**src/chan_config.svh**
```systemverilog
`ifndef CHAN_CONFIG_SVH
`define CHAN_CONFIG_SVH

//////////////////////////////////////////////////
// channel widths and constants
//////////////////////////////////////////////////

`define ADC_BITS      12  // adc sample width
`define CB_BITS       8   // prehistory buffer, 256 samples
`define FIFO_BITS     9   // output fifo, 512 words

// pedestal averaging
`define PED_CNT_BITS  4   // 16 accepted samples per period
`define PED_RANGE     5   // small signal band in pedmode 1

// window length and window offset
`define WIN_BITS      9

`endif

```
**src/chan_pkg.sv**
```systemverilog
`include "chan_config.svh"

package chan_pkg;

	typedef logic [`ADC_BITS-1:0] adc_t;        // raw adc code
	typedef logic signed [15:0] sample_t;       // adc minus pedestal, signed
	typedef logic [`CB_BITS-1:0] cb_addr_t;     // prehistory buffer address
	typedef logic [`FIFO_BITS-1:0] fifo_addr_t; // output fifo address
	typedef logic [15:0] word_t;                // one output fifo word

	// block writer states, one fifo word per state except idle and commit
	typedef enum logic [2:0] {
		ST_IDLE,   // wait for trigger
		ST_HEAD,   // control word
		ST_NUM,    // self trigger number word
		ST_PED,    // pedestal word
		ST_COPY,   // window samples from the prehistory buffer
		ST_COMMIT  // publish block to the read side
	} blk_state_e;

endpackage

```
**src/self_trigger.sv**
```systemverilog
`include "chan_config.svh"

module self_trigger (
	input  logic              ADCCLK,
	input  logic              rst,
	input  chan_pkg::sample_t sample,    // pedestal subtracted sample
	input  chan_pkg::adc_t    sthr,      // trigger threshold
	input  logic [15:0]       prescale,  // crossings skipped between triggers
	input  logic              inhibit,   // no self triggers while high
	output logic              trig,      // one cycle pulse
	output logic [9:0]        trig_num   // triggers after prescale, wraps
);

	logic        armed;      // above threshold, waits for the half level
	logic        above;      // sample over sthr
	logic        below_half; // sample at or under sthr/2
	logic [15:0] presc_cnt;  // crossings left before next trigger

	assign above      = sample > $signed({1'b0, sthr});
	assign below_half = sample <= $signed({2'b00, sthr[`ADC_BITS-1:1]}); // hysteresis

	//////////////////////////////////////////////////
	// discriminator and prescale
	//////////////////////////////////////////////////

	always_ff @(posedge ADCCLK) begin
		if (rst) begin
			armed     <= 1'b0;
			presc_cnt <= '0;
			trig      <= 1'b0;
			trig_num  <= '0;
		end else begin
			trig <= 1'b0; // pulse only
			if (inhibit) begin
				armed <= 1'b0;                        // held off, crossings ignored
			end else if (above && !armed) begin
				armed <= 1'b1;                        // new crossing
				if (presc_cnt != '0) begin
					presc_cnt <= presc_cnt - 1'b1;
				end else begin
					presc_cnt <= prescale;            // reload
					trig      <= 1'b1;
					trig_num  <= trig_num + 1'b1;     // counted on fire, first block is 1
				end
			end else if (below_half) begin
				armed <= 1'b0;                        // back near baseline, rearm
			end
		end
	end

endmodule
```
**config.mk**
```make
export PLATFORM = sky130hd
export DESIGN_NAME = self_trigger
export DESIGN_NICKNAME = d
export VERILOG_FILES = /design/src/chan_pkg.sv /design/src/self_trigger.sv
export VERILOG_INCLUDE_DIRS = /design/src
export SDC_FILE = /design/constraint.sdc
export NUM_CORES = 1
export LEC_CHECK = 0
export ABC_AREA = 1
export BUFFER_PORTS_ARGS = -buffer_cell sky130_fd_sc_hd__buf_2
export CORE_MARGIN = 5
export CORE_UTILIZATION = 41
export DETAILED_ROUTE_END_ITERATION = 10
export PLACE_DENSITY = 0.62
export SYNTH_ARGS = -nofsm -noshare
export SYNTH_HDL_FRONTEND = slang
export SYNTH_SLANG_ARGS = --single-unit
```
**constraint.sdc**
```tcl
create_clock -name ADCCLK -period 3.1 [get_ports ADCCLK]
set_clock_uncertainty 0.15 [all_clocks]
set_input_delay 0 -clock ADCCLK [delete_from_list [all_inputs] [get_ports ADCCLK]]
set_output_delay 0 -clock ADCCLK [all_outputs]
set_load 0.1 [all_outputs]
```
==> metrics.md <==
| Metric | Value |
|---|---|
| # port buffers | `57` |
| Clock network fraction of total power | `about 23%` |
| Cell taking the most area after synthesis | `dfxtp_1` |
| Pwr Density | `approximately 330 nW/um^2` |
| First-pass GRT wire length | `10.3 mm` |
| Largest net degree at the start of global routing | `33` |
| # Max-Cap Violations | `0` |
| Min cycle time layout | `1960 ps` |
| DR DRC count | `0` |
| Final Max Slew Viols | `0` |
| Status | `finished, final reports clean` |
| Netlist cell types | `28` |
| CTS root buffer | `clkbuf_8` |
| Async SR Flop Fraction | `0%` |
| Area contributors post-synth | `dfxtp_1, nand2_1, ha_1` |
| P_leak | `0.00173 uW` |
| FP Rows | `28` |
| Die width | `88.7 microns` |
| Post-route ant nets | `0` |
| Main synth FF type | `dfxtp_1` |
| Die Y-Extent | `88.7 microns` |
| Core footprint | `5990 sq um` |
| Unrepaired setup endpoints after global routing | `false` |
| Count leader, synth | `nand2_1` |
| Cells after Synth | `426` |
| Top post-synthesis cells by count | `nand2_1, nor2_1, inv_1` |
| Die area | `between 7000 and 8000 sq um` |
| Initial Utilization | `42.4%` |
| R2R depth | `11` |
| DP Wirelength | `about 4.7 mm` |
| Wirelength per Cell | `10.6 microns` |
| CP startpoint | `presc_cnt[0]$_SDFFE_PP0P_` |
| Yosys warns | `0` |
| Post-synth net total | `499` |
| Fin Setup TNS | `0 ps` |
| Hold WC Path Type | `input pin to flop` |
| Switching power | `389 uW` |
| Setup crit end kind | `flop` |
| GRT Residual Overflow | `0` |
| Via/cell ratio | `4.64` |
| Synthesized cell area | `2540 sq um` |
| Total CTS buffers | `3` |
| Via count | `approximately 2700` |
| Final period util | `63.2%` |
| EDFF count, synth | `0` |
| Layout cells sized above 1 | `16.1%` |
| Number of antenna repair diodes | `0` |
| WS Path Type | `flop to flop` |
| Vias in the first global route | `roughly 2500` |
| Crit Reg-Reg Endpoint | `trig_num[0]$_SDFFE_PP0P_` |
| Clock-pin slew on the worst setup and hold paths | `100 ps` |
| DP Cell Count | `550` |
| RR Startpoint | `presc_cnt[0]$_SDFFE_PP0P_` |
| Setup Viol. Count Final | `0` |
| Switching share of power | `37.3%` |
| Longest Clk Path Bufs | `2` |
| Initial antenna violation count | `0` |
| Syn Area/Cell | `approximately 6.0 sq um` |
| Worst Max-Slew Pin Slew | `831 ps` |
| Post-synthesis sequential area ratio | `22.0%` |
| Crit path to | `trig_num[0]$_SDFFE_PP0P_` |
| Power share of the combinational group | `between 30% and 40%` |
| Clk sink count | `28` |
| Required time of the critical path | `3130 ps` |
| GP Congestion | `0.861` |
| Top achievable clock speed | `roughly 500 MHz` |
| R2R Setup Slk | `1140 ps` |
| H-tree Lvls | `1` |
| Critical Path AT | `1990 ps` |
| Area Overhead vs Synth | `22.3%` |
| Clock Latency Late Sink | `around 290 ps` |
| 1st-iter DRT viols | `96` |
| Ports | `58` |
| Final hold viol count | `0` |
| Slew margin rel. | `between 40% and 50%` |
| Peak VDD IR | `0.224 mV` |
| FF+latch count, synth | `28` |
| Yosys top cell area share | `22.0%` |
| Int Power | `652 uW` |
| Final nets | `around 570` |
| 1st-pass router iterations | `4` |
| Layout Cells excl Fill | `approximately 570` |
| CTS tree | `built` |
| Worst-path fanout max | `18` |
| WL final | `a little over 6 mm` |
| Total global-route track usage | `roughly 16%` |
| CP Launch Type | `flop` |
| Sequential share of power | `38.2%` |
## state kept, by name, summed over array words and instances (netlist names)
register / cells
armed: 1
presc_cnt: 16
trig: 1
trig_num: 10
## per-layer routing
layer | GRT usage (%) | wire length [microns] | vias up
met1 | 21.2 | 2890 | 1132
met5 | 0 | 0 | -
met2 | 27.4 | 2760 | 62
met3 | 1.68 | 348 | 6
li1 | - | - | 1457
met4 | 3.43 | 63 | 0
## cell families (layout without fill, tap and decap cells)
group | count (synthesis) | count (layout) | synth area share (%)
DFF | 28 | 28 | 22.0
buffers and inverters | 69 | 141 | 11.4
xor gates and xnor gates | 10 | 10 | 3.45
and+or+nand+nor | 268 | 268 | 45.0
adders and majority gates | 26 | 26 | 12.8
AOI/OAI and AO/OA | 25 | 25 | 5.36
## through the flow
step	cell area, sq um	utilization (%)	total power [uW]	setup WS (ps)	hold WS, ps
finish	3110	51.9	1040	1140	0.745
global route	3110	51.9	1130	881	60.5
CTS	3110	51.9	1050	1120	4.48
detailed placement	2860	47.8	789	1070	69.6
global placement	2860	47.8	783	1100	63.1
floorplan	2540	-	699	847	-83.1
## final cells by class
class	count	area, sq um
Fill cell	640	2880
Multi-Input combinational cell	329	1690
Sequential cell	28	561
Timing Repair Buffer	76	475
Inverter	61	231
Tap cell	75	93.8
Clock buffer	4	55.1
## cell usage in the layout, fill, tap and decap left out, drive strengths merged
cell	n
nand2	137
nor2	94
inv	61
buf	57
dfxtp	28
ha	26
nand3	23
dlygate4sd3	19
a21oi	10
o21ai	10
xor2	9
nand4	7
nor3	5
clkbuf	4
a21o	1
and2	1
o21bai	1
o21a	1
nor4	1
a31oi	1
o31ai	1
xnor2	1
## critical path: stages (launching register included)
cell     delay (ps)
dfxtp_1         320
inv_1           130
ha_1            190
nand3_1         130
nor2_4          150
nand2_4         100
inv_4           190
nand2_4         100
inv_1           100
nand3_1         130
nor2_1          120
nor2_1           50
## power groups by stage
stage / clock [uW] / combinational (uW) / sequential, uW
3_5_place_dp: 0 / 383 / 406
6_report: 241 / 402 / 397
3_3_place_gp: 0 / 378 / 405
4_1_cts: 247 / 403 / 397
5_1_grt: 263 / 465 / 400
2_1_floorplan: 0 / 287 / 412
## how the worst min path moves through the flow
stage	startpoint	endpoint	slack [ps]	depth (start not counted)
after CTS	sample[11]	armed$_SDFFE_PP0P_	4	5
final	sample[11]	armed$_SDFFE_PP0P_	0.7	5
after floorplan	rst	trig_num[5]$_SDFFE_PP0P_	-80	1
after global routing	sample[11]	armed$_SDFFE_PP0P_	60	5
after detailed placement	rst	trig_num[5]$_SDFFE_PP0P_	70	2
after global placement	rst	trig_num[5]$_SDFFE_PP0P_	60	2
## what timing repair did
item / in CTS / in global routing
buffers inserted: 0 / 0
endpoints found under the setup margin: 0 / 0
hold buffers: 19 / 0
endpoints found under the hold margin: 21 / 0
gates resized for setup: 0 / 0
No activity file was read; power rests on OpenSTA's default activity.
