==> config.mk <==
export PLATFORM = sky130hd
export DESIGN_NAME = chan_pedestal
export DESIGN_NICKNAME = d
export VERILOG_FILES = /design/src/chan_pkg.sv /design/src/chan_pedestal.sv
export VERILOG_INCLUDE_DIRS = /design/src
export SDC_FILE = /design/constraint.sdc
export NUM_CORES = 1
export LEC_CHECK = 0
export BUFFER_PORTS_ARGS = -buffer_cell sky130_fd_sc_hd__buf_2
export CAP_MARGIN = 20
export CORE_MARGIN = 8
export CORE_UTILIZATION = 45
export CTS_CLUSTER_DIAMETER = 40
export DETAILED_ROUTE_END_ITERATION = 10
export MAX_ROUTING_LAYER = met4
export PLACE_DENSITY_LB_ADDON = 0.08
export SLEW_MARGIN = 30
export SYNTH_ARGS = -nofsm -noshare
export SYNTH_HDL_FRONTEND = slang
export SYNTH_SLANG_ARGS = --single-unit
==> constraint.sdc <==
create_clock -name ADCCLK -period 6.5 [get_ports ADCCLK]
set_input_delay 0.975 -clock ADCCLK [delete_from_list [all_inputs] [get_ports ADCCLK]]
set_output_delay 0.975 -clock ADCCLK [all_outputs]
set_load 0.02 [all_outputs]
==> src/chan_config.svh <==
`ifndef CHAN_CONFIG_SVH
`define CHAN_CONFIG_SVH

//////////////////////////////////////////////////
// channel widths and constants
//////////////////////////////////////////////////

`define ADC_BITS      12  // adc sample width
`define CB_BITS       8   // prehistory buffer, 256 samples
`define FIFO_BITS     9   // output fifo, 512 words

// pedestal averaging
`define PED_CNT_BITS  4   // 16 accepted samples per period
`define PED_RANGE     5   // small signal band in pedmode 1

// window length and window offset
`define WIN_BITS      9

`endif

==> src/chan_pkg.sv <==
`include "chan_config.svh"

package chan_pkg;

	typedef logic [`ADC_BITS-1:0] adc_t;        // raw adc code
	typedef logic signed [15:0] sample_t;       // adc minus pedestal, signed
	typedef logic [`CB_BITS-1:0] cb_addr_t;     // prehistory buffer address
	typedef logic [`FIFO_BITS-1:0] fifo_addr_t; // output fifo address
	typedef logic [15:0] word_t;                // one output fifo word

	// block writer states, one fifo word per state except idle and commit
	typedef enum logic [2:0] {
		ST_IDLE,   // wait for trigger
		ST_HEAD,   // control word
		ST_NUM,    // self trigger number word
		ST_PED,    // pedestal word
		ST_COPY,   // window samples from the prehistory buffer
		ST_COMMIT  // publish block to the read side
	} blk_state_e;

endpackage

==> src/chan_pedestal.sv <==
`include "chan_config.svh"

module chan_pedestal (
	input  logic              ADCCLK,
	input  logic              rst,
	input  chan_pkg::adc_t    adc_data,  // raw adc code
	input  logic              invert,    // flip waveform sign
	input  logic              pedmode,   // 0 full update, 1 small signal and step by 1
	input  logic              pedinh,    // freeze the pedestal in use
	output chan_pkg::sample_t sample,    // pedestal subtracted, one cycle after adc_data
	output chan_pkg::adc_t    ped,       // running average
	output chan_pkg::adc_t    ped_used   // value actually subtracted
);
	import chan_pkg::*;

	localparam int SUM_BITS = `ADC_BITS + `PED_CNT_BITS;
	localparam int PAD_BITS = 16 - `ADC_BITS;

	logic [`PED_CNT_BITS-1:0] ped_cnt;     // accepted samples in this period
	logic [SUM_BITS-1:0]      ped_sum;     // sum so far
	logic [SUM_BITS-1:0]      sum_next;    // sum including current sample
	adc_t                     ped_avg;     // average of a full period
	logic signed [`ADC_BITS:0] ped_diff;   // adc_data - ped
	logic                     in_range;
	logic                     accept;      // sample counts toward the average

	assign sum_next = ped_sum + {{`PED_CNT_BITS{1'b0}}, adc_data};
	assign ped_avg  = sum_next[SUM_BITS-1:`PED_CNT_BITS]; // divide by 16
	assign ped_diff = $signed({1'b0, adc_data}) - $signed({1'b0, ped});
	assign in_range = (ped_diff <= `PED_RANGE) && (ped_diff >= -`PED_RANGE);
	assign accept   = ~pedmode | in_range; // mode 0 takes everything

	always_ff @(posedge ADCCLK) begin
		if (rst) begin
			ped_cnt  <= '0;
			ped_sum  <= '0;
			ped      <= '0;
			ped_used <= '0;
		end else if (accept) begin
			if ((ped_cnt == '0) && !pedinh)
				ped_used <= ped;              // period start, take latest average
			if (&ped_cnt) begin
				ped_sum <= '0;                // next period starts empty
				if (!pedmode)
					ped <= ped_avg;
				else if (ped_avg > ped)
					ped <= ped + 1'b1;        // creep up
				else if (ped_avg < ped)
					ped <= ped - 1'b1;        // creep down
			end else begin
				ped_sum <= sum_next;
			end
			ped_cnt <= ped_cnt + 1'b1;        // wraps at period end
		end
	end

	// subtraction, with optional sign flip
	always_ff @(posedge ADCCLK) begin
		if (invert)
			sample <= {{PAD_BITS{1'b0}}, ped_used} - {{PAD_BITS{1'b0}}, adc_data};
		else
			sample <= {{PAD_BITS{1'b0}}, adc_data} - {{PAD_BITS{1'b0}}, ped_used};
	end

endmodule

==> results by group, run 1 <==
Status
  – Status: finished, final reports clean

Critical path
  – Max FO, Critical Path: 6
  – Critical Path, Cell by Cell: buf_2 -> inv_1 -> fa_1 -> nor2b_1 -> o2111ai_1 -> nand3_1 -> a311oi_1 -> nor4_2 -> xor2_1 -> ha_1 -> and4_1 -> nand4_1 -> a21o_1 -> a31oi_1 -> inv_1 -> ha_1 -> or2_2 -> a21oi_1 -> a211oi_1 -> o31ai_1 -> a21boi_0 -> or4_1 -> o211ai_1 -> o32ai_1
  – Biggest cell delay along the critical path: 0.48 ns
  – WP data arrival: 6.26 ns
  – Worst Reg-to-Reg Cells: 24
  – Crit. End Element: flip-flop
  – Required time worst endpoint: 6.70 ns
  – Crit path max-delay cell type: or4_1
  – Crit. Startpoint: adc_data[1]
  – Kind of critical path: primary input to flip-flop
  – R2R Path Start: ped_sum[0]
  – Setup crit start kind: primary input

Clock network
  – Sinks on Clock Net: 57
  – Clock transition at path regs: 0.05 ns
  – Clock tree from TritonCTS: done
  – H-tree levels: 3
  – Clock Tree Buf Depth: 2
  – Clock root cell: clkbuf_16
  – Cts hold-fix bufs: 0
  – Clock Latency Late Sink: 0.35 ns
  – Cts bufs inserted: 9

Floorplan
  – Io pins: 57
  – Core Area: 0.0120 sq mm
  – Die height: 126 um
  – Initial Util: 45.7%
  – Die area: 0.0159 sq mm
  – FP Rows: 40
  – Die X: 126 um

Placement
  – # placed instances: 848
  – DP HPWL: 12.4 mm
  – Port Buf Inserts: 56
  – Gpl congestion: 0.961
  – Dpl ws: 0.0356 ns

Synthesis
  – Largest family of logic cells by synthesized area: compound AO/OA/AOI/OAI gates
  – Post-synthesis sequential area ratio: 20.9%
  – Synth Area in Simple Gates: 16.7%
  – Synth Area in Compound Gates: 23.7%
  – Yosys reg bits: 57
  – Adder-Cell Fraction of Synth Area: 18.5%
  – Netlist cell types: 82
  – Ys async rst share: 0%
  – Synth Flop Type: dfxtp_1
  – Synth Area in XOR/XNOR: 5.44%
  – Synthesized Nets: 760
  – Area leader, netlist: dfxtp_1
  – Cell area after synthesis: 0.00547 sq mm
  – Area contributors post-synth: dfxtp_1 21%, ha_1 17%, mux2i_1 5.3%
  – Mapped Avg Cell Area: 8.23 sq um
  – Number of synthesized flops with an enable pin: 0
  – Yosys warns: 0
  – Syn Inst Count: 665
  – Synth top area share: 20.9%
  – Mux contribution to synthesized area: 7.37%

Global routing
  – Grt total ovfl: 0
  – First-pass GRT wire length: 25.7 mm
  – Initial antenna violation count: 0
  – Total track usage: 20.8%
  – Vias in the first global route: 4971
  – Pin count of the biggest net entering global routing: 44

Min path
  – Worst Hold Depth: 2
  – Hold/Removal Path Class: flip-flop to flip-flop
  – Hold path startpoint: ped_sum[0]

Final layout
  – Non-Filler Instances: 864
  – Antenna cells: 0
  – Layout cells sized above 1: 15.9%
  – Most common cell after layout, fill and taps aside: ha_1
  – Most frequent cells in the layout: 73 x ha_1, 63 x inv_1, 57 x dfxtp_1
  – Final nets: 807
  – Area growth, synth to finish: 12.6%

Timing
  – Rel. slew slack: 37.9%
  – Max Slew Vio Count: 0
  – Hold WS: 0.475 ns
  – Final Hold Fails: 0
  – Period minus WS final: 6.07 ns
  – Final Skew: 0.00706 ns
  – Slew @ Worst Pin: 0.931 ns
  – Setup TNS: 0 ns
  – RSZ-0062 raised after global routing: no
  – Max Fclk: 0.165 GHz
  – Final setup fails: 0
  – Worst setup margin: 0.435 ns
  – Final period util: 93.3%

Routing
  – Routed WL: 16.1 mm
  – Initial DRC count: 278
  – # DRC: 0
  – Via density: 5.89
  – Drt pass-1 iters: 5
  – Detail Route Antenna Nets: 0
  – Vias after detailed routing: 5091
  – DR WL/cell: 18.6 um

Run
  – Max Cap Viol: 0

Power and ir drop
  – Pwr Density: 229 mW/mm^2
  – Max VDD drop: 118 uV
  – LEAKAGE: 2.65 nW
-- registers in the layout (all words and copies together), names as in the netlist --
register,count
ped_cnt,4
ped,12
ped_sum,16
ped_used,12
sample,13
-- layer usage --
metal  vias up  track usage, %  wire [um]
li1       2505               -          -
met1      2400            25.6       7330
met2       155            33.2       7440
met3        31            3.80        962
met4         0            8.35        374
met5         -               -          0
-- cell families after synthesis --
kind of cell / after synthesis
AO/OA/AOI/OAI: 185
AND/OR/NAND/NOR: 179
buffers and inverters: 93
adder cells (fa/ha/maj): 78
flip-flops: 57
multiplexers: 39
XOR/XNOR: 34
-- final timing paths --
kind / end / slack (ns)
worst max-delay path: ped[11] / 0.43
worst min-delay path: ped_sum[0] / 0.48
worst max register to register: ped[11] / 0.86
worst min register to register: ped_sum[0] / 0.48
-- cell type report --
| type | instances | area (sq um) |
|---|---|---|
| repair buffers | 64 | 340 |
| clock inverters | 5 | 78.8 |
| clock buffers | 11 | 243 |
| well taps | 147 | 184 |
| multi-input cells | 515 | 3930 |
| fillers | 1160 | 5800 |
| inverters | 65 | 245 |
| flip-flops and latches | 57 | 1140 |
-- metrics by stage --
step / instance area (sq um) / total power, mW / utilization (%)
final: 6160 / 1.41 / 51.5
after global routing: 6160 / 1.49 / 51.5
after CTS: 6150 / 1.41 / 51.4
after detailed placement: 5830 / 0.881 / 48.7
after global placement: 5830 / 0.869 / 48.7
after floorplan: 5470 / 0.757 / -
-- critical path, delay by kind of cell --
kind / cells / cell delay, ns
simple gates: 7 / 1.84
buf+inv: 3 / 0.47
fa+ha+maj: 3 / 1.16
compound gates: 10 / 1.63
xor+xnor: 1 / 0.17
-- cell usage after synthesis (3+ instances only) --
master and number:
a211oi_1 7, a21o_1 6, a21oi_1 46, a21oi_2 3, a2bb2oi_1 3, a311oi_1 3
a31oi_1 9, and2_1 4, and3_1 7, buf_1 4, buf_2 4, buf_4 3
clkbuf_1 12, dfxtp_1 57, fa_1 5, ha_1 73, inv_1 63, mux2_2 8
mux2i_1 29, nand2_1 53, nand2b_1 6, nand3_1 27, nand3b_1 3, nand4_1 7
nor2_1 32, nor2b_1 10, nor3_1 7, nor4_1 3, o211a_1 3, o211ai_1 17
o21a_1 3, o21ai_0 27, o21ai_1 9, o21bai_1 5, o31ai_1 5, o32ai_1 4
or2_2 5, or3_1 3, xnor2_1 24, xor2_1 10
-- power by group --
| group | internal [mW] | switching, mW |
|---|---|---|
| registers | 0.371 | 0.00902 |
| logic | 0.207 | 0.296 |
| clock network | 0.345 | 0.181 |
| total | 0.922 | 0.486 |
-- timing repair --
item	in CTS	in global routing
gates resized for setup	0	3
endpoints found under the setup margin	0	1
endpoints found under the hold margin	0	0
setup buffers	0	0
Power figures use the tool's default switching activity.
==> run 2, diff against run 1 <==
--- a/config.mk
+++ b/config.mk
@@ -13,7 +13,6 @@
 export CTS_CLUSTER_DIAMETER = 40
 export DETAILED_ROUTE_END_ITERATION = 10
 export MAX_ROUTING_LAYER = met4
-export PLACE_DENSITY_LB_ADDON = 0.08
 export SLEW_MARGIN = 30
 export SYNTH_ARGS = -nofsm -noshare
 export SYNTH_HDL_FRONTEND = slang
==> results by group, run 2 (synthesized netlist as in run 1, its figures left out) <==
Status
  – Status: finished, final reports clean

Placement
  – Dpl ws: 0.195 ns
  – Port Buf Inserts: 56
  – Gpl congestion: 0.926
  – DP HPWL: 12.8 mm

Run
  – Max Cap Viol: 0

Final layout
  – Most frequent cells in the layout: 73 x ha_1, 63 x inv_1, 57 x dfxtp_1
  – Layout cells sized above 1: 15.7%
  – Antenna cells: 0
  – Area of the multi-input gates: 0.00392 sq mm
  – Most common cell after layout, fill and taps aside: ha_1
  – Filler cells: 1167
  – Final nets: 808
  – Area growth, synth to finish: 12.2%
  – Register area: 0.00114 sq mm
  – Max reg flops: 16
  – Regs by FF count: ped_sum x16, sample x13
  – Largest Register: ped_sum

Floorplan
  – Initial Util: 45.7%
  – Io pins: 57
  – Die height: 126 um
  – Die X: 126 um
  – FP Rows: 40
  – Core Area: 0.0120 sq mm
  – Die area: 0.0159 sq mm

Critical path
  – Setup crit start kind: primary input
  – Crit. Startpoint: adc_data[1]
  – Max FO, Critical Path: 6
  – Worst Reg-to-Reg Cells: 25
  – Critical path endpoint: ped[11]
  – FF-to-FF End: ped[11]
  – Required time worst endpoint: 6.69 ns
  – Crit path max-delay cell type: or4_1
  – Crit. End Element: flip-flop
  – Worst reg2reg setup slack: 0.96 ns
  – R2R Path Start: ped_sum[0]
  – WP data arrival: 6.23 ns
  – Kind of critical path: primary input to flip-flop
  – Crit path top cell by count: ha_1
  – Critical Path, Cell by Cell: buf_2 -> ha_1 -> a211oi_1 -> o21ai_0 -> a21boi_0 -> nor2_1 -> a41oi_1 -> xnor2_1 -> ha_1 -> and4_1 -> nand4_1 -> a21o_1 -> a31oi_1 -> inv_1 -> ha_1 -> or2_2 -> a21oi_1 -> a211oi_1 -> o31ai_1 -> a21boi_0 -> or4_1 -> o211ai_1 -> o32ai_1
  – Biggest cell delay along the critical path: 0.48 ns

Power and ir drop
  – Pwr Density: 222 mW/mm^2
  – LEAKAGE: 2.63 nW
  – Max VDD drop: 148 uV

Global routing
  – First-pass GRT wire length: 25.5 mm
  – Initial antenna violation count: 0
  – Total track usage: 20.9%
  – Pin count of the biggest net entering global routing: 44
  – Grt total ovfl: 0
  – Vias in the first global route: 4968

Timing
  – Period minus WS final: 6.04 ns
  – Final Hold Fails: 0
  – Max Slew Vio Count: 0
  – Setup TNS: 0 ns
  – Worst setup margin: 0.464 ns
  – Final period util: 92.9%
  – RSZ-0062 raised after global routing: no
  – Final setup fails: 0
  – Rel. slew slack: 39.2%
  – Max Fclk: 0.166 GHz
  – Final Skew: 0.00814 ns
  – Slew @ Worst Pin: 0.912 ns

Routing
  – DR WL/cell: 18.9 um
  – Initial DRC count: 293
  – # DRC: 0
  – Via density: 5.89
  – Drt pass-1 iters: 4
  – Vias after detailed routing: 5092
  – Detail Route Antenna Nets: 0
  – Routed WL: 16.3 mm

Clock network
  – Clock Latency Late Sink: 0.34 ns
  – H-tree levels: 3
  – CTS resizes: 0
  – Cts hold-fix bufs: 0
  – Clock root cell: clkbuf_16
  – Post-CTS Setup Bufs: 0
  – Cts bufs inserted: 9
  – Clock tree from TritonCTS: done
  – Sinks on Clock Net: 57
  – Clock Tree Buf Depth: 2
  – Clock transition at path regs: 0.05 ns

Min path
  – Worst Hold Depth: 2
  – Hold/Removal Path Class: flip-flop to flip-flop
## run 2: per-stage QoR
step	util (%)	area, sq um	cells	hold WS, ns	power (mW)
finish	51.3	6140	865	0.470	1.36
global route	51.3	6140	865	0.487	1.44
CTS	51.3	6140	865	0.472	1.37
detailed placement	48.8	5840	849	0.465	0.886
global placement	48.8	5840	849	0.458	0.873
floorplan	-	5470	665	0.447	0.757
## run 2: worst max-delay path, delay by kind of cell
kind                     cells  cell delay, ns
adder cells (fa/ha/maj)      3            0.97
AND/OR/NAND/NOR              5            1.25
buffers and inverters        2            0.31
AO/OA/AOI/OAI               12            2.59
XOR/XNOR                     1            0.14
## run 2: cell type report
type | instances | share of cell area [%]
clock inverters | 5 | 0.897
well taps | 147 | 3.00
repair buffers | 65 | 5.67
flip-flops and latches | 57 | 18.6
multi-input cells | 515 | 63.9
clock buffers | 11 | 3.96
inverters | 65 | 4.00
## run 2: worst min path at each step
| stage | slack (ns) | to | startpoint |
|---|---|---|---|
| 2_1_floorplan | 0.45 | ped_sum[0] | ped_sum[0] |
| 3_3_place_gp | 0.46 | ped_sum[5] | ped_sum[5] |
| 3_5_place_dp | 0.47 | ped_sum[0] | ped_sum[0] |
| 4_1_cts | 0.47 | ped_sum[0] | ped_sum[0] |
| 5_1_grt | 0.49 | ped_sum[6] | ped_sum[6] |
| 6_report | 0.47 | ped_sum[6] | ped_sum[6] |
## run 2: where the power goes
| part | total (mW) | switching (mW) | internal [mW] |
|---|---|---|---|
| combinational | 0.504 | 0.294 | 0.210 |
| sequential | 0.380 | 0.00922 | 0.371 |
| clock | 0.479 | 0.174 | 0.305 |
| total | 1.36 | 0.477 | 0.886 |
## run 2: metal layers
layer,part of all wire (%),track usage [%],up-vias
met5,0,-,-
met2,46,33.6,144
met3,6.4,5.02,19
li1,-,-,2502
met4,1.7,6.86,0
met1,46,25.4,2427
