===== src/chan_config.svh =====
`ifndef CHAN_CONFIG_SVH
`define CHAN_CONFIG_SVH

//////////////////////////////////////////////////
// channel widths and constants
//////////////////////////////////////////////////

`define ADC_BITS      12  // adc sample width
`define CB_BITS       8   // prehistory buffer, 256 samples
`define FIFO_BITS     9   // output fifo, 512 words

// pedestal averaging
`define PED_CNT_BITS  4   // 16 accepted samples per period
`define PED_RANGE     5   // small signal band in pedmode 1

// window length and window offset
`define WIN_BITS      9

`endif


===== src/chan_pkg.sv =====
`include "chan_config.svh"

package chan_pkg;

	typedef logic [`ADC_BITS-1:0] adc_t;        // raw adc code
	typedef logic signed [15:0] sample_t;       // adc minus pedestal, signed
	typedef logic [`CB_BITS-1:0] cb_addr_t;     // prehistory buffer address
	typedef logic [`FIFO_BITS-1:0] fifo_addr_t; // output fifo address
	typedef logic [15:0] word_t;                // one output fifo word

	// block writer states, one fifo word per state except idle and commit
	typedef enum logic [2:0] {
		ST_IDLE,   // wait for trigger
		ST_HEAD,   // control word
		ST_NUM,    // self trigger number word
		ST_PED,    // pedestal word
		ST_COPY,   // window samples from the prehistory buffer
		ST_COMMIT  // publish block to the read side
	} blk_state_e;

endpackage


===== src/block_writer.sv =====
`include "chan_config.svh"

module block_writer (
	input  logic                  ADCCLK,
	input  logic                  rst,
	input  logic                  trig,        // one cycle self trigger
	input  logic [9:0]            trig_num,
	input  chan_pkg::cb_addr_t    wr_addr,     // buffer write slot at trig
	input  chan_pkg::adc_t        ped_used,
	input  logic [5:0]            chan_num,
	input  logic [`WIN_BITS-1:0]  winlen,      // data words per block
	input  logic [`WIN_BITS-1:0]  swinbeg,     // samples taken before the trigger sample
	output chan_pkg::cb_addr_t    cb_rd_addr,
	input  chan_pkg::sample_t     cb_rd_data,
	output logic                  blk_start,   // space request, size on the fifo need port
	input  logic                  space_ok,
	output logic                  wr_en,
	output chan_pkg::word_t       wr_word,
	output logic                  blk_commit,
	output logic                  missed       // trigger dropped, fifo too full
);
	import chan_pkg::*;

	localparam int PAD_BITS = 16 - `ADC_BITS;

	blk_state_e           state;
	cb_addr_t             trig_addr; // wr_addr one slot past the trigger sample
	logic [9:0]           num_q;     // trigger number of this block
	logic [`WIN_BITS-1:0] blk_len;   // length field of the control word
	logic [`WIN_BITS-1:0] to_copy;   // data words left
	logic                 blk_par;   // toggles per committed block

	// a trigger is only taken when idle, zero window writes nothing
	assign blk_start = trig && (state == ST_IDLE) && (winlen != '0);

	//////////////////////////////////////////////////
	// block sequence
	//////////////////////////////////////////////////

	always_ff @(posedge ADCCLK) begin
		if (rst) begin
			state   <= ST_IDLE;
			missed  <= 1'b0;
			blk_par <= 1'b0;
		end else begin
			missed <= 1'b0;
			case (state)
				ST_IDLE: begin
					if (blk_start) begin
						if (space_ok)
							state <= ST_HEAD;
						else
							missed <= 1'b1; // nothing written for this one
					end
				end
				ST_HEAD: state <= ST_NUM;
				ST_NUM:  state <= ST_PED;
				ST_PED:  state <= ST_COPY;
				ST_COPY: begin
					if (to_copy == 1)
						state <= ST_COMMIT;
				end
				ST_COMMIT: begin
					blk_par <= ~blk_par;
					state   <= ST_IDLE;
				end
				default: state <= ST_IDLE;
			endcase
		end
	end

	// trigger context and buffer read address
	always_ff @(posedge ADCCLK) begin
		if (blk_start) begin
			trig_addr <= wr_addr;
			num_q     <= trig_num;
			blk_len   <= winlen + 2'd2;   // counts number and pedestal words
			to_copy   <= winlen;
		end
		if (state == ST_COPY)
			to_copy <= to_copy - 1'b1;
		// first read issued in ST_PED so data lines up with ST_COPY
		if (state == ST_NUM)
			cb_rd_addr <= trig_addr - swinbeg[`CB_BITS-1:0] - 1'b1;
		else if ((state == ST_PED) || (state == ST_COPY))
			cb_rd_addr <= cb_rd_addr + 1'b1;
	end

	//////////////////////////////////////////////////
	// fifo word per state
	//////////////////////////////////////////////////

	always_comb begin
		wr_en = 1'b1;
		case (state)
			ST_HEAD: wr_word = {1'b1, chan_num, blk_len};           // control word
			ST_NUM:  wr_word = {4'h0, blk_par, 1'b0, num_q};        // self trigger type 0
			ST_PED:  wr_word = {{PAD_BITS{1'b0}}, ped_used};
			ST_COPY: wr_word = {1'b0, cb_rd_data[14:0]};            // msb clear on data
			default: begin
				wr_en   = 1'b0;
				wr_word = '0;
			end
		endcase
	end

	assign blk_commit = (state == ST_COMMIT);

endmodule


===== config.mk =====
export PLATFORM = sky130hd
export DESIGN_NAME = block_writer
export DESIGN_NICKNAME = d
export VERILOG_FILES = /design/src/chan_pkg.sv /design/src/block_writer.sv
export VERILOG_INCLUDE_DIRS = /design/src
export SDC_FILE = /design/constraint.sdc
export NUM_CORES = 1
export LEC_CHECK = 0
export ABC_AREA = 1
export BUFFER_PORTS_ARGS = -buffer_cell sky130_fd_sc_hd__buf_2
export CORE_ASPECT_RATIO = 0.6
export CORE_MARGIN = 5
export CORE_UTILIZATION = 50
export DETAILED_ROUTE_END_ITERATION = 8
export GPL_ROUTABILITY_DRIVEN = 0
export GPL_TIMING_DRIVEN = 0
export PLACE_DENSITY = 0.8
export SETUP_SLACK_MARGIN = 0.3
export SLEW_MARGIN = 40
export SYNTH_ARGS = -nofsm -noshare
export SYNTH_HDL_FRONTEND = slang
export SYNTH_SLANG_ARGS = --single-unit

===== constraint.sdc =====
create_clock -name ADCCLK -period 1.9 [get_ports ADCCLK]
set_input_delay 0.38 -clock ADCCLK [delete_from_list [all_inputs] [get_ports ADCCLK]]
set_output_delay 0.38 -clock ADCCLK [all_outputs]
set_load 0.03 [all_outputs]

==> results of run 1 <==
[report_power, final]
group          total (mW)  switching [mW]  leakage (nW)  internal [mW]
sequential           1.67           0.163         0.462           1.51
clock               0.645           0.389        0.0439          0.256
combinational        2.33            1.39          1.42          0.939
[cell usage after synthesis (3+ instances only)]
cell type,number
nor2_1,19
inv_1,40
a21oi_1,6
xnor2_1,3
edfxtp_1,44
a22o_1,3
nand2_1,98
nand3_1,24
buf_6,3
dfxtp_1,5
nand4_1,12
buf_4,4
nor3_1,3
xor2_1,14
o21ai_0,9
ha_1,11
inv_2,6
o21ai_2,4
o21ai_1,4
[cell usage in the layout, fill, tap and decap left out, types with 4 or more instances in the layout]
master / count
ha_4: 5
xor2_1: 14
nand3_2: 10
nand4_1: 12
nor2_4: 5
o21ai_0: 7
inv_2: 6
buf_6: 28
nand3_1: 14
buf_2: 81
a21oi_1: 5
o21ai_2: 5
inv_1: 37
nand2_1: 82
clkbuf_8: 5
nand2_2: 13
o21ai_1: 4
buf_4: 21
nor2_1: 14
edfxtp_1: 44
ha_1: 5
[area by class of cell]
type,count,area share
multi-input combinational,226,0.3519
sequential,49,0.3406
timing repair buffer,125,0.1975
inverter,46,0.04432
tap,80,0.02380
buffer,7,0.01963
clock buffer,5,0.01636
clock inverter,3,0.004164
timing repair inverter,1,0.001785
[worst min path at each step]
stage,start,end,slack [ps],cells past startpoint
global placement,blk_par,blk_par,450,2
global route,wr_addr[5],trig_addr[5],230,1
detailed placement,blk_par,blk_par,470,2
finish,trig_num[8],num_q[8],240,1
floorplan,blk_par,blk_par,440,2
CTS,trig_num[8],num_q[8],240,1
[metal layers]
| metal | vias to the layer above | part of all wire |
|---|---|---|
| met5 | - | 0 |
| met4 | 0 | 0.010 |
| met3 | 10 | 0.096 |
| met2 | 160 | 0.48 |
| met1 | 1352 | 0.41 |
| li1 | 1361 | - |
[cells by family after synthesis]
logic type	count (synthesis)
compound gates	34
xor+xnor	17
fa+ha+maj	12
buf+inv	53
flops	49
simple gates	163
[registers in the layout (all words and copies together), names as in the netlist]
| name | count |
|---|---|
| trig_addr | 8 |
| num_q | 10 |
| to_copy | 9 |
| missed | 1 |
| blk_len | 9 |
| blk_par | 1 |
| cb_rd_addr | 8 |
| state | 3 |
[worst register-to-register path: cells and delay by family (launching register included)]
family / cells / cell delay, ps
compound gates: 1 / 70
flops: 1 / 380
fa+ha+maj: 2 / 570
simple gates: 3 / 230
xor+xnor: 1 / 150
[timing repair]
item / CTS / global route
gates cloned: 2 / 0
pin swaps: 10 / 15
buffers inserted: 14 / 11
gates resized for setup: 62 / 44
endpoints found under the setup margin: 57 / 43
==> run summary, run 1 <==
Routed len/inst = 16.98 um
Period Utilization, post-route = 1.006
Remaining Overflow, GRT = 0
Syn nets = 414
Failing checks = negative setup slack
Pin count of the biggest net entering global routing = 16
Fill cell count = 391
Rows = 21
Grt met3 use = 0.04837
Setup TNS = -22.42 ps
FF-to-FF Start = trig_addr[0]
Max_cap viols = 0
Syn_area_per_cell = 8.842 um^2
Hold Path Class = in2reg
Slew Limit Fails = 0
Clk buf depth = 2
Drt first pass iters = 5
Cell Area, Placed = 3536 um^2
Yosys top cell area share = 0.4556
Die ar. = 7474 um^2
Antenna violations before repair = 0
Design Area, Final = 4207 um^2
Dpl ws = -401.1 ps
Adder-cell share of the synthesized area = 0.05436
GRT busiest layer = met2
Final cell count without fillers = 542
Clk_lat worst skew = 310 ps
Worst-path maximum fanout = 6
Clock skew = 11.62 ps
Hold_ws = 240.3 ps
FF+latch count, synth = 49
Net count, final = 547
Boundary Pins = 102
Global-route wire length before repair = 12850 um
Worst Path Arrival = 1530 ps
H-tree depth = 2
Worst Slack Setup Final = -12.12 ps
Seq/Total Area, Yosys = 0.4901
CTS buffer count = 5
CP max stage cell = dfxtp_4
Levels on crit path = 6
Achievable Freq = 0.5230 GHz
Post-DP HPWL = 5896 um
Distinct cells, synth = 32
ANT nets after route = 0
Finish-stage setup viols = 2
Initial drt markers = 222
Register area = 1433 um^2
CTS Hold Buffers Added = 0
Post-synthesis compound-gate area fraction = 0.07420
Kind of critical path = reg2out
Post-synth top flop = edfxtp_1
Crit path buffers/inverters = 4
Mapped Area = 2900 um^2
Post-synthesis mux area share = 0
Die height = 69.00 um
Layout cells sized above 1 = 0.4416
Clock transition at path regs = 100 ps
ANT cells = 0
Area leader, netlist = edfxtp_1
Worst-path cell chain = inv_8 > buf_12 > nor2_8 > buf_4 > a22o_1 > buf_6
Peak supply drop = 0.0006540 V
Max incr delay on CP = 400 ps
Final Util = 0.7516
Static leakage power = 1.922 nW
Crit path launch type = register
Met2 global-route usage = 0.3862
CTS tree = built
Async SR Flop Fraction = 0
Post-route DRC = 0
Least-Margin Pin Slew = 373.2 ps
Post-synth EDFFs = 44
Worst flop-to-flop path endpoint = cb_rd_addr[4]
Placed instance count = 507
Clock sinks = 49
Power per cell area = 1105 nW/um^2
Clock root cell = clkbuf_8
Max_slew headroom = 0.7503
Post-synthesis simple-gate area fraction = 0.2485
Core outline area = 5597 um^2
IO buf count = 99
Crit. End Element = output pin
Pwr Total = 4.647 mW
Result of the run = finished, violations left
Via count = 2883
Area grow syn2layout = 45.04%
Yosys synthesis warning count = 0
Setup slack, reg-to-reg = 270 ps
Post-Route WL = 9204 um
Gr usage total = 0.2297
GR Util met1 = 0.3109
Combinational family with the most area after synthesis = simple AND/OR/NAND/NOR gates
Critical Path RT = 1520 ps
Starting density of the core = 0.5182
Chip width = 108.3 um
Crit path to = wr_word[14]
Area of the multi-input gates = 1480 um^2
Minimum clock period = 1912 ps
Vias in the first global route = 2614
R2R cell count = 7
Synth Area in XOR/XNOR = 0.05134
Fin. Hold Viols = 0
Crit. Startpoint = state[2]
CP delay by family, top = buffers and inverters
Synth top area cells = edfxtp_1, nand2_1, inv_1, ha_1, xor2_1
Vias per std cell = 5.319
Unrepaired setup endpoints after global routing = yes
Post-synthesis cell count = 328
Power figures use the tool's default switching activity.
==> inputs of run 2 (changes only) <==
- RECOVER_POWER: default -> 50
==> run 2 against run 1 <==
Net effect:
- the run still ends with negative setup slack left
- largest cell class unchanged
- utilization about the same
- die area unchanged
- clock-buffer cell count unchanged
- flip-flop and latch count unchanged
- clock skew unchanged
- routed wire length about the same
- largest power group unchanged
- sequential share of layout area about the same
- maximum frequency about the same
- register-to-register slack about the same
- power about the same
- first-iteration DRC count unchanged
- setup slack about the same
==> run summary, run 2 (synthesized netlist as in run 1, its figures left out) <==
Result of the run = finished, violations left (unchanged)
Failing checks = negative setup slack (unchanged)
Fill cell count = 393 (was 391)
Setup slack, reg-to-reg = 270 ps (about the same)
CTS Hold Buffers Added = 0 (unchanged)
CP max stage cell = dfxtp_4 (unchanged)
Post-route DRC = 0 (unchanged)
R2R cell count = 7 (unchanged)
Comb pwr share = 0.501 (about the same)
Clock transition at path regs = 100 ps (about the same)
FF-to-FF Start = trig_addr[0] (unchanged)
Crit path to = wr_word[14] (unchanged)
Crit path launch type = register (unchanged)
Clock sinks = 49 (unchanged)
Largest Register = num_q (unchanged)
Max_slew headroom = 0.7503 (unchanged)
Period Utilization, post-route = 1.006 (about the same)
Setup TNS = -22.35 ps (was -22.42 ps)
Unrepaired setup endpoints after global routing = yes (unchanged)
Least-Margin Pin Slew = 373.2 ps (unchanged)
Global-route wire length before repair = 12850 um (unchanged)
Initial drt markers = 222 (unchanged)
Static leakage power = 1.917 nW (was 1.922 nW)
Hold Path Class = in2reg (unchanged)
Minimum clock period = 1912 ps (about the same)
Clock root cell = clkbuf_8 (unchanged)
Cell Area, Placed = 3536 um^2 (unchanged)
Core outline area = 5597 um^2 (unchanged)
Area grow syn2layout = 44.95% (was 45.04%)
CTS tree = built (unchanged)
Commonest non-fill, non-tap cells in the layout = nand2_1, buf_2, edfxtp_1 (unchanged)
Pint = 2.703 mW (was 2.704 mW)
Pin count of the biggest net entering global routing = 16 (unchanged)
Slew Limit Fails = 0 (unchanged)
Vias in the first global route = 2614 (unchanged)
Sw power = 1.942 mW (was 1.943 mW)
Sequential power share = 0.360 (about the same)
Drt first pass iters = 4 (was 5)
Chip width = 108.3 um (unchanged)
Gr usage total = 0.2297 (unchanged)
Starting density of the core = 0.5182 (unchanged)
Clock skew = 11.62 ps (unchanged)
Commonest non-fill, non-tap cell in the layout = nand2_1 (unchanged)
Post-DP HPWL = 5896 um (unchanged)
Clk_lat worst skew = 310 ps (about the same)
Antenna violations before repair = 0 (unchanged)
Worst-path maximum fanout = 6 (unchanged)
ANT cells = 0 (unchanged)
Switching fraction of total power = 0.4181 (about the same)
Clock network power share = 0.139 (about the same)
Fin. Hold Viols = 0 (unchanged)
Power per cell area = 1105 nW/um^2 (about the same)
Final Util = 0.7512 (was 0.7516)
CTS buffer count = 5 (unchanged)
Max_cap viols = 0 (unchanged)
Die ar. = 7474 um^2 (unchanged)
Rows = 21 (unchanged)
Net count, final = 547 (unchanged)
Design Area, Final = 4204 um^2 (was 4207 um^2)
Worst Slack Setup Final = -12.06 ps (was -12.12 ps)
Die height = 69.00 um (unchanged)
Boundary Pins = 102 (unchanged)
Worst-path cell chain = inv_8 > buf_12 > nor2_8 > buf_4 > a22o_1 > buf_6 (unchanged)
Pwr Total = 4.646 mW (was 4.647 mW)
Crit. Startpoint = state[2] (unchanged)
Peak supply drop = 0.0006540 V (about the same)
Achievable Freq = 0.5230 GHz (about the same)
Via count = 2876 (was 2883)
Finish-stage setup viols = 2 (unchanged)
Crit. End Element = output pin (unchanged)
IO buf count = 99 (unchanged)
Worst Path Arrival = 1530 ps (about the same)
Critical Path RT = 1520 ps (about the same)
Post-Route WL = 9205 um (was 9204 um)
Remaining Overflow, GRT = 0 (unchanged)
ANT nets after route = 0 (unchanged)
Kind of critical path = reg2out (unchanged)
Vias per std cell = 5.306 (was 5.319)
Largest register FFs = 10 (unchanged)
Routed len/inst = 16.98 um (about the same)
Worst flop-to-flop path endpoint = cb_rd_addr[4] (unchanged)
Clk buf depth = 2 (unchanged)
Max incr delay on CP = 400 ps (about the same)
Dpl ws = -401.1 ps (unchanged)
H-tree depth = 2 (unchanged)
Layout cells sized above 1 = 0.4372 (was 0.4416)
Largest regs = num_q (10), blk_len (9), to_copy (9) (unchanged)
==> run 2: cell count changes in the layout (fill, tap and decap cells not counted), sizes merged <==
cell | previous run | this run
clkbuf | 5 | 7
buf | 132 | 130
==> run 2: area by class of cell <==
cell class                      instances  area, um^2  share of cell area
Buffer                                  7       82.58             0.01964
Clock buffer                            5       68.82             0.01637
Clock inverter                          3       17.52            0.004167
Inverter                               46       186.4             0.04435
Multi-Input combinational cell        226        1480              0.3521
Sequential cell                        49        1433              0.3408
Tap cell                               80       100.1             0.02381
Timing Repair Buffer                  125       828.3              0.1970
Timing Repair inverter                  1       7.507            0.001786
==> run 2: repair_timing <==
action | 4_1_cts | 5_1_grt
pin swaps | 10 | 15
setup buffers | 14 | 11
gates cloned | 2 | 0
endpoints found under the setup margin | 57 | 43
resized for setup | 62 | 44
hold endpoints to repair | 0 | 0
==> run 2: how the worst min path moves through the flow <==
stage	startpoint	endpoint	depth (start not counted)
after floorplan	blk_par	blk_par	2
after global placement	blk_par	blk_par	2
after detailed placement	blk_par	blk_par	2
after CTS	trig_num[8]	num_q[8]	1
after global routing	wr_addr[5]	trig_addr[5]	1
final	trig_num[8]	num_q[8]	1
==> run 2: metrics by stage <==
step	hold WS, ps	cells
2_1_floorplan	438.5	328
3_3_place_gp	451.8	507
3_5_place_dp	470.4	507
4_1_cts	240.1	531
5_1_grt	233.5	542
6_report	240.3	542
==> run 2: layer usage <==
| layer | share of wire | up-vias | GRT usage |
|---|---|---|---|
| met5 | 0 | - | 0 |
| met4 | 0.0097 | 0 | 0.05039 |
| met3 | 0.095 | 8 | 0.04837 |
| met2 | 0.48 | 157 | 0.3862 |
| met1 | 0.41 | 1350 | 0.3109 |
| li1 | - | 1361 | - |
==> run 2: power groups by stage <==
stage	registers [mW]	logic (mW)	clock network (mW)
floorplan	1.72	1.12	0
global placement	1.65	1.65	0
CTS	1.66	2.03	0.628
finish	1.67	2.33	0.645
detailed placement	1.67	1.69	0
global route	1.69	2.49	0.692
==> run 2: critical path, delay by kind of cell (launching register included) <==
kind / cells / cell delay [ps]
flip-flops: 1 / 400
AO/OA/AOI/OAI: 1 / 170
buffers and inverters: 4 / 470
AND/OR/NAND/NOR: 1 / 180
